===== src/common/soc_mem_pkg.sv =====
package soc_mem_pkg;

  ////////////////////////////////////////////////////////////
  // Address map
  ////////////////////////////////////////////////////////////
  localparam logic [31:0] RAM_BASE      = 32'h4000_0000;
  localparam logic [31:0] RAM_MASK      = 32'h000F_FFFF;
  localparam logic [31:0] TIMER_LO_ADDR = 32'h3000_0000;
  localparam logic [31:0] TIMER_HI_ADDR = 32'h3000_0004;

  localparam int RAM_WORDS = 1024;
  localparam int RAM_AW    = 10;

  ////////////////////////////////////////////////////////////
  // Timing
  ////////////////////////////////////////////////////////////
  // Cycles from first valid to ready for a RAM access
  localparam int MEM_LATENCY = 16;
  localparam int LAT_W       = $clog2(MEM_LATENCY + 1);

  // Short bit period keeps simulation fast
  localparam int CLKS_PER_BIT = 16;
  localparam int BIT_CNT_W    = $clog2(CLKS_PER_BIT);

  // Program frame start byte
  localparam logic [7:0] PROG_SYNC = 8'hA5;

  ////////////////////////////////////////////////////////////
  // Bus types
  ////////////////////////////////////////////////////////////
  typedef struct packed {
    logic        valid;
    logic [3:0]  wstrb;
    logic [31:0] addr;
    logic [31:0] wdata;
  } iomem_req_t;

  typedef struct packed {
    logic        ready;
    logic [31:0] rdata;
  } iomem_rsp_t;

  ////////////////////////////////////////////////////////////
  // State and decode enums
  ////////////////////////////////////////////////////////////
  typedef enum logic [1:0] {
    REG_RAM,
    REG_TIMER_LO,
    REG_TIMER_HI,
    REG_NONE
  } region_t;

  typedef enum logic [1:0] {
    RX_IDLE,
    RX_START,
    RX_DATA,
    RX_STOP
  } rx_state_t;

  typedef enum logic [1:0] {
    LD_IDLE,
    LD_CNT_LO,
    LD_CNT_HI,
    LD_DATA
  } ld_state_t;

endpackage


===== src/rtl/iomem_fabric.sv =====
module iomem_fabric
  import soc_mem_pkg::*;
(
  input  logic              clk_used,
  input  logic              rst_n,
  input  logic              core_rst_n_i,
  input  iomem_req_t        bus_req_i,
  input  logic [31:0]       ram_rdata_i,
  output iomem_rsp_t        bus_rsp_o,
  output logic [3:0]        ram_we_o,
  output logic              ram_re_o,
  output logic [RAM_AW-1:0] ram_addr_o
);

  region_t          region;
  logic             ram_sel;
  logic             is_read;
  logic             lat_done;
  logic [LAT_W-1:0] lat_cnt;
  logic [63:0]      timer;
  logic [31:0]      rdata;

  ////////////////////////////////////////////////////////////
  // Address decode
  ////////////////////////////////////////////////////////////
  always_comb begin
    if ((bus_req_i.addr & ~RAM_MASK) == RAM_BASE) begin
      region = REG_RAM;
    end else if (bus_req_i.addr == TIMER_LO_ADDR) begin
      region = REG_TIMER_LO;
    end else if (bus_req_i.addr == TIMER_HI_ADDR) begin
      region = REG_TIMER_HI;
    end else begin
      region = REG_NONE;
    end
  end

  assign ram_sel  = bus_req_i.valid & (region == REG_RAM);
  assign is_read  = ~|bus_req_i.wstrb;
  assign lat_done = (lat_cnt == LAT_W'(MEM_LATENCY));

  ////////////////////////////////////////////////////////////
  // RAM latency counter
  ////////////////////////////////////////////////////////////
  // Counts cycles of a pending RAM request, back to zero after ready
  always_ff @(posedge clk_used) begin
    if (!rst_n) begin
      lat_cnt <= '0;
    end else if (ram_sel && !lat_done) begin
      lat_cnt <= lat_cnt + 1'b1;
    end else begin
      lat_cnt <= '0;
    end
  end

  // Write lands with ready
  assign ram_we_o = (ram_sel && lat_done) ? bus_req_i.wstrb : 4'b0000;

  // Read one cycle early so registered data meets ready
  assign ram_re_o   = ram_sel & is_read & (lat_cnt == LAT_W'(MEM_LATENCY - 1));
  assign ram_addr_o = bus_req_i.addr[RAM_AW+1:2];

  ////////////////////////////////////////////////////////////
  // Cycle timer
  ////////////////////////////////////////////////////////////
  always_ff @(posedge clk_used) begin
    if (!rst_n || !core_rst_n_i) begin
      timer <= 64'd0;
    end else begin
      timer <= timer + 64'd1;
    end
  end

  ////////////////////////////////////////////////////////////
  // Response path
  ////////////////////////////////////////////////////////////
  always_comb begin
    case (region)
      REG_RAM:      rdata = ram_rdata_i;
      REG_TIMER_LO: rdata = timer[31:0];
      REG_TIMER_HI: rdata = timer[63:32];
      default:      rdata = 32'd0;
    endcase
  end

  // Timer and unmapped answer at once, RAM waits for the counter
  assign bus_rsp_o.ready = bus_req_i.valid & ((region != REG_RAM) | lat_done);
  assign bus_rsp_o.rdata = rdata;

endmodule


===== config.mk =====
export PLATFORM = sky130hd
export DESIGN_NAME = iomem_fabric
export DESIGN_NICKNAME = d
export VERILOG_FILES = /design/src/common/soc_mem_pkg.sv /design/src/rtl/iomem_fabric.sv
export SDC_FILE = /design/constraint.sdc
export NUM_CORES = 1
export LEC_CHECK = 0
export BUFFER_PORTS_ARGS = -buffer_cell sky130_fd_sc_hd__buf_2
export CAP_MARGIN = 20
export CORE_ASPECT_RATIO = 1.5
export CORE_MARGIN = 2
export CORE_UTILIZATION = 45
export DETAILED_ROUTE_END_ITERATION = 10
export GPL_TIMING_DRIVEN = 0
export PLACE_DENSITY_LB_ADDON = 0.3
export SLEW_MARGIN = 25
export SYNTH_ARGS = -nofsm -noshare
export SYNTH_HDL_FRONTEND = slang
export SYNTH_SLANG_ARGS = --single-unit

===== constraint.sdc =====
create_clock -name clk_used -period 2.5 [get_ports clk_used]
set_input_delay 0.25 -clock clk_used [delete_from_list [all_inputs] [get_ports clk_used]]
set_output_delay 0.25 -clock clk_used [all_outputs]
set_load 0.03 [all_outputs]

==> results of run 1 <==
[cell usage after synthesis]
cell type,count
and3_1,16
o41ai_1,1
o21ai_1,6
nor2_1,43
a21oi_1,32
o31ai_1,16
or4b_2,1
inv_1,15
o21ai_0,39
o31a_1,1
a31o_2,1
buf_4,10
and2_1,9
ha_1,4
nor3b_1,1
nand2_1,61
or2_2,1
dfxtp_1,69
and4_1,11
nand4_1,21
nor4_1,14
o21ba_2,1
mux2i_1,32
buf_2,4
clkbuf_1,26
a21boi_0,1
xor2_1,15
nand3_1,26
or3_1,13
xnor2_1,16
nand4_2,1
or4_1,19
a21o_1,1
nand4b_1,3
nor3_1,11
[worst max-delay path by stage]
stage / slack (ns) / end / cells past startpoint / start
final: 0.08 / timer[48]$_SDFF_PP0_ / 6 / timer[20]$_SDFF_PP0_
after global placement: -0.35 / timer[58]$_SDFF_PP0_ / 9 / timer[1]$_SDFF_PP0_
after global routing: 0.01 / timer[60]$_SDFF_PP0_ / 7 / timer[20]$_SDFF_PP0_
after detailed placement: -0.38 / timer[57]$_SDFF_PP0_ / 6 / timer[2]$_SDFF_PP0_
after CTS: 0.005 / timer[56]$_SDFF_PP0_ / 8 / timer[0]$_SDFF_PP0_
after floorplan: 0.0008 / timer[52]$_SDFF_PP0_ / 8 / timer[1]$_SDFF_PP0_
[area by class of cell]
cell class,count,area (µm²),area share
multi-input combinational,417,2620,0.490
sequential,69,1410,0.264
clock buffer,13,280,0.0525
inverter,15,56.3,0.0105
timing repair buffer,123,628,0.118
tap,112,140,0.0262
clock inverter,1,5.00,0.000937
buffer,37,201,0.0377
[layer usage]
layer / track usage / wire length, µm
met2: 0.483 / 6880
met4: 0.159 / 633
met5: 0 / 0
met1: 0.304 / 5060
met3: 0.0459 / 1120
[layout by cell type, fill, tap and decap left out, types with 16 or more instances in the layout]
cell,instances
o21ai_0,38
or4_1,17
nand4_1,21
nand2_1,61
nand3_1,25
clkbuf_1,19
dfxtp_1,54
xnor2_1,16
nor2_1,42
mux2i_1,32
buf_4,16
buf_2,119
a21oi_1,30
[power by group through the flow]
stage / combinational, mW / clock [mW] / sequential (mW)
2_1_floorplan: 0.0744 / 0 / 1.13
3_3_place_gp: 0.155 / 0 / 1.13
3_5_place_dp: 0.156 / 0 / 1.13
4_1_cts: 0.162 / 1.22 / 1.10
5_1_grt: 0.175 / 1.26 / 1.10
6_report: 0.163 / 1.22 / 1.10
[registers in the layout, summed over array words and instances, names as in the netlist]
register,flops
timer,64
lat_cnt,5
[stage by stage]
| step | setup slack, ns | cell area (µm²) | setup TNS [ns] | instances | hold WS (ns) |
|---|---|---|---|---|---|
| 2_1_floorplan | 0.000779 | 4170 | 0 | 541 | 0.396 |
| 3_3_place_gp | -0.347 | 4900 | -4.94 | 771 | 0.445 |
| 3_5_place_dp | -0.384 | 4900 | -5.69 | 771 | 0.466 |
| 4_1_cts | 0.00507 | 5280 | 0 | 789 | 0.153 |
| 5_1_grt | 0.0107 | 5340 | 0 | 787 | 0.165 |
| 6_report | 0.0834 | 5340 | 0 | 787 | 0.163 |
[worst max-delay path, delay by kind of cell, from the launching register on]
kind / cells / cell delay (ns)
AO/OA/AOI/OAI: 1 / 0.18
buffers and inverters: 1 / 0.19
AND/OR/NAND/NOR: 4 / 1.57
flip-flops: 1 / 0.39
[logic make-up after synthesis]
logic type / synth area share
multiplexers: 0.0769
AND/OR/NAND/NOR: 0.320
buffers and inverters: 0.0598
adder cells (fa/ha/maj): 0.0120
XOR/XNOR: 0.0652
AO/OA/AOI/OAI: 0.134
flip-flops: 0.332
[what timing repair did]
item / in CTS / in global routing
pin swaps: 3 / 3
setup endpoints to repair: 27 / 47
resized for setup: 24 / 28
buffers inserted: 5 / 0
hold buffers: 0 / 0
gates cloned: 0 / 0
==> results.md, run 1 <==
- Outcome: finished clean
- CTS Root Cell: clkbuf_16
- Hold Crit Class: in2reg
- Core box area: 9150 µm²
- First-pass GRT wire length: 20.7 mm
- WL final: between 10 and 15 mm
- Diodes inserted: 0
- Fin util: 0.584
- Final ANT Viol Nets: 0
- Worst Reg2Reg Path Length in Cells: 6
- Port bufs: ~120
- Die width: 82.5 µm
- Worst slew margin: 0.369
- Max-cap violations: 0
- Sequential cell area fraction in the yosys report: 0.332
- Min Clock Period, post-route: 2.42 ns
- Max-slew violation count: 0
- Post-Syn Area: 4160 µm²
- CP max FO: 8
- Worst r2r dst: timer[48]$_SDFF_PP0_
- Static Leak: 2.01 nW
- CTS H-Tree Depth: 3
- Peak Freq: 414 MHz
- WL per Instance: 17.4 µm
- Critical path endpoint category: flop
- Fin crit share: 0.967
- FF-to-FF Start: timer[20]$_SDFF_PP0_
- Global-route usage over all layers: 0.275
- RSZ-0062 raised after global routing: no
- Hold path depth: 2
- Switching part of the total power: 0.217
- Final setup vio count: 0
- Gate power share: 0.066
- Crit path launch type: flop
- Final hold violations: 0
- Area delta synth->final: 28.3%
- Clock network fraction of total power: 0.490
- Initial core utilization: 0.455
- Die Area: 10100 µm²
- Clock Sinks: between 60 and 70
- GPL Wtd Cong: 0.921
- Synthesis-stage register bit count: a little under 70
- Largest net degree at the start of global routing: 11
- WHS Endpoint: timer[1]$_SDFF_PP0_
- VDD IR max: roughly 0.35 mV
- Initial DRC Count: ~370
- Cell internal pwr: 1.94 mW
- PwrDens: 464 nW/µm²
- CTS tree: yes
- Distinct cell type count after synthesis: 35
- # fillers: 845
- Clk_lat worst skew: approximately 0.33 ns
- Worst-margin pin slew: 0.947 ns
- Setup Skew: approximately 0.0052 ns
- Crit-path cells: nand4_1, or2_2, clkbuf_1, or4_4, or4_1, a21oi_1
- Power, Total: 2.48 mW
- Die height: 122 µm
- Crit path DAT: ~2.7 ns
- Synth top area share: 0.332
- Initial antenna violation count: 0
- I/O pins: 152
- Cell row count: 43
- Reg2reg setup slack: 0.08 ns
- First-pass DRT Iterations: 5
- Vias in the first global route: around 4300
- Net Sw Power: 0.538 mW
- Layout cells sized above 1: 0.279
- Nets: just under 800
- Post-Synthesis Cells: 541
- Clk buf depth: 2
- WS Path Type: reg2reg
- CP required: between 2 and 3 ns
- CTS clk-pin slew, worst paths: 0.06 ns
- Crit-path max cell delay: around 0.58 ns
- Seq pwr share: 0.444
- Detailed Place HPWL: 10.4 mm
- Synth top area cells: dfxtp_1, mux2i_1, nand2_1, o21ai_0, nor2_1
- Number of remaining DRC errors: 0
- Worst path slowest cell: or4_4
- Total CTS buffers: 9
- HP Start: core_rst_n_i
- Vias/cell: 5.95
- GRT overflow: 0
- Syn Nets: 649
- Synth Warn #: 0
- Total vias in the final route: between 4000 and 5000
- Syn Area/Cell: between 7 and 8 µm²
- Area leader, netlist: dfxtp_1
No activity file was read; power rests on OpenSTA's default activity.
==> run 2: changes to the inputs <==
- RECOVER_POWER: unset -> 50
==> results.md, run 2 (synthesis gave the netlist of run 1 again) <==
- Critical path endpoint category: flop
- Core box area: 9150 µm²
- Vias in the first global route: 4314
- Number of flip-flops under the largest register name: 64
- GRT overflow: 0
- Crit-path max cell delay: 0.58 ns
- CTS tree: yes
- VDD IR max: 0.356 mV
- Worst Reg2Reg Path Length in Cells: 6
- I/O pins: 152
- Setup Skew: 0.00571 ns
- Largest reg by FF count: timer
- Max-cap violations: 0
- WL final: 13.7 mm
- Biggest regs: timer: 64 flops, lat_cnt: 5 flops
- Hold path depth: 2
- WS Path Type: reg2reg
- Initial core utilization: 0.455
- Initial DRC Count: 380
- Detailed Place HPWL: 10.4 mm
- Crit path launch type: flop
- CTS clk-pin slew, worst paths: 0.06 ns
- CP max FO: 8
- Number of remaining DRC errors: 0
- First-pass GRT wire length: roughly 21 mm
- Global-route usage over all layers: 0.275
- Min Clock Period, post-route: 2.41 ns
- GPL Wtd Cong: around 0.9
- Clk buf depth: 2
- Reg2reg setup slack: 0.09 ns
- Total CTS buffers: 9
- Worst r2r dst: timer[48]$_SDFF_PP0_
- FF-to-FF Start: timer[20]$_SDFF_PP0_
- First-pass DRT Iterations: 7
- Final hold violations: 0
- Diodes inserted: 0
- Final setup vio count: 0
- CTS H-Tree Depth: 3
- Worst path slowest cell: or4_4
- Initial antenna violation count: 0
- Worst-margin pin slew: 0.937 ns
- WL per Instance: 17.4 µm
- Fin Setup TNS: 0 ns
- HP Start: core_rst_n_i
- CTS Root Cell: clkbuf_16
- Outcome: finished clean
- Max-slew violation count: 0
- RSZ-0062 raised after global routing: no
- Clk_lat worst skew: 0.33 ns
- Cell row count: 43
- Hold Buf Count CTS: 0
- Hold Crit Class: in2reg
- Total vias in the final route: 4702
- Peak Freq: 415 MHz
- Vias/cell: ~6.0
- Port bufs: ~120
- Pre-CTS setup slack: -0.384 ns
- Worst setup margin: 0.0889 ns
- PwrDens: 467 nW/µm²
- Static Leak: 1.96 nW
- Area delta synth->final: 27.6%
- Fin crit share: 0.964
- WHS Endpoint: timer[1]$_SDFF_PP0_
- CP required: 2.76 ns
- Die Area: 10100 µm²
- Worst slew margin: 0.375
- Most frequent cells in the layout: buf_2, nand2_1, dfxtp_1
- Crit-path cells: nand4_1, or2_2, clkbuf_1, or4_4, or4_1, a21oi_1
- Layout cells sized above 1: 0.253
- Nets: 780
- Commonest non-fill, non-tap cell in the layout: buf_2
- Clock Sinks: 69
- Die width: 82.5 µm
- Crit path DAT: 2.67 ns
- Die height: 122 µm
- Final ANT Viol Nets: 0
- Largest net degree at the start of global routing: 11
==> run 2: cell count changes in the layout (fill, tap and decap cells not counted) <==
cell      before  now
and2_0         0    1
buf_4         16   14
nand3_1       25   26
buf_2        119  105
nand3_2        1    0
clkbuf_1      19   35
and2_1         9    8
==> run 2: how the worst max path moves through the flow <==
stage | start | endpoint | slack [ns]
global placement | timer[1]$_SDFF_PP0_ | timer[58]$_SDFF_PP0_ | -0.35
global route | timer[20]$_SDFF_PP0_ | timer[60]$_SDFF_PP0_ | 0.01
floorplan | timer[1]$_SDFF_PP0_ | timer[52]$_SDFF_PP0_ | 0.0008
finish | timer[20]$_SDFF_PP0_ | timer[48]$_SDFF_PP0_ | 0.09
CTS | timer[0]$_SDFF_PP0_ | timer[56]$_SDFF_PP0_ | 0.005
detailed placement | timer[2]$_SDFF_PP0_ | timer[57]$_SDFF_PP0_ | -0.38
==> run 2: cell type report <==
class,instances,area (µm²)
Fill cell,853,3840
Clock inverter,1,5.00
Inverter,15,56.3
Multi-Input combinational cell,417,2610
Sequential cell,69,1410
Tap cell,112,140
Timing Repair Buffer,123,603
Buffer,37,201
Clock buffer,13,280
==> run 2: routing by layer <==
layer,vias to the layer above,track usage,part of all wire
met5,-,0,0
met4,0,0.159,0.047
met3,46,0.0459,0.084
met2,282,0.483,0.50
met1,2161,0.304,0.37
li1,2213,-,-
==> run 2: repair_timing <==
item / 4_1_cts / 5_1_grt
gates cloned: 0 / 0
buffers inserted: 5 / 0
resized for setup: 24 / 28
setup endpoints to repair: 27 / 47
pin swaps: 3 / 3
==> run 2: power breakdown <==
part           leakage, nW  switching [mW]  internal (mW)
Combinational         1.25          0.0874         0.0726
Sequential           0.564         0.00178           1.10
Clock                0.144           0.452          0.767
Total                 1.96           0.541           1.94
==> run 2: per-stage QoR <==
stage | instances | total power, mW | instance area, µm² | hold slack, ns | util
3_3_place_gp | 771 | 1.28 | 4900 | 0.445 | 0.535
2_1_floorplan | 541 | 1.20 | 4170 | 0.396 | -
6_report | 787 | 2.48 | 5310 | 0.162 | 0.581
5_1_grt | 787 | 2.54 | 5310 | 0.165 | 0.581
4_1_cts | 789 | 2.49 | 5280 | 0.153 | 0.578
3_5_place_dp | 771 | 1.29 | 4900 | 0.466 | 0.535
==> run 2: worst max-delay path, delay by kind of cell, from the launching register on <==
kind                   cells  cell delay, ns
flip-flops                 1            0.39
AND/OR/NAND/NOR            4            1.58
buffers and inverters      1            0.19
AO/OA/AOI/OAI              1            0.17
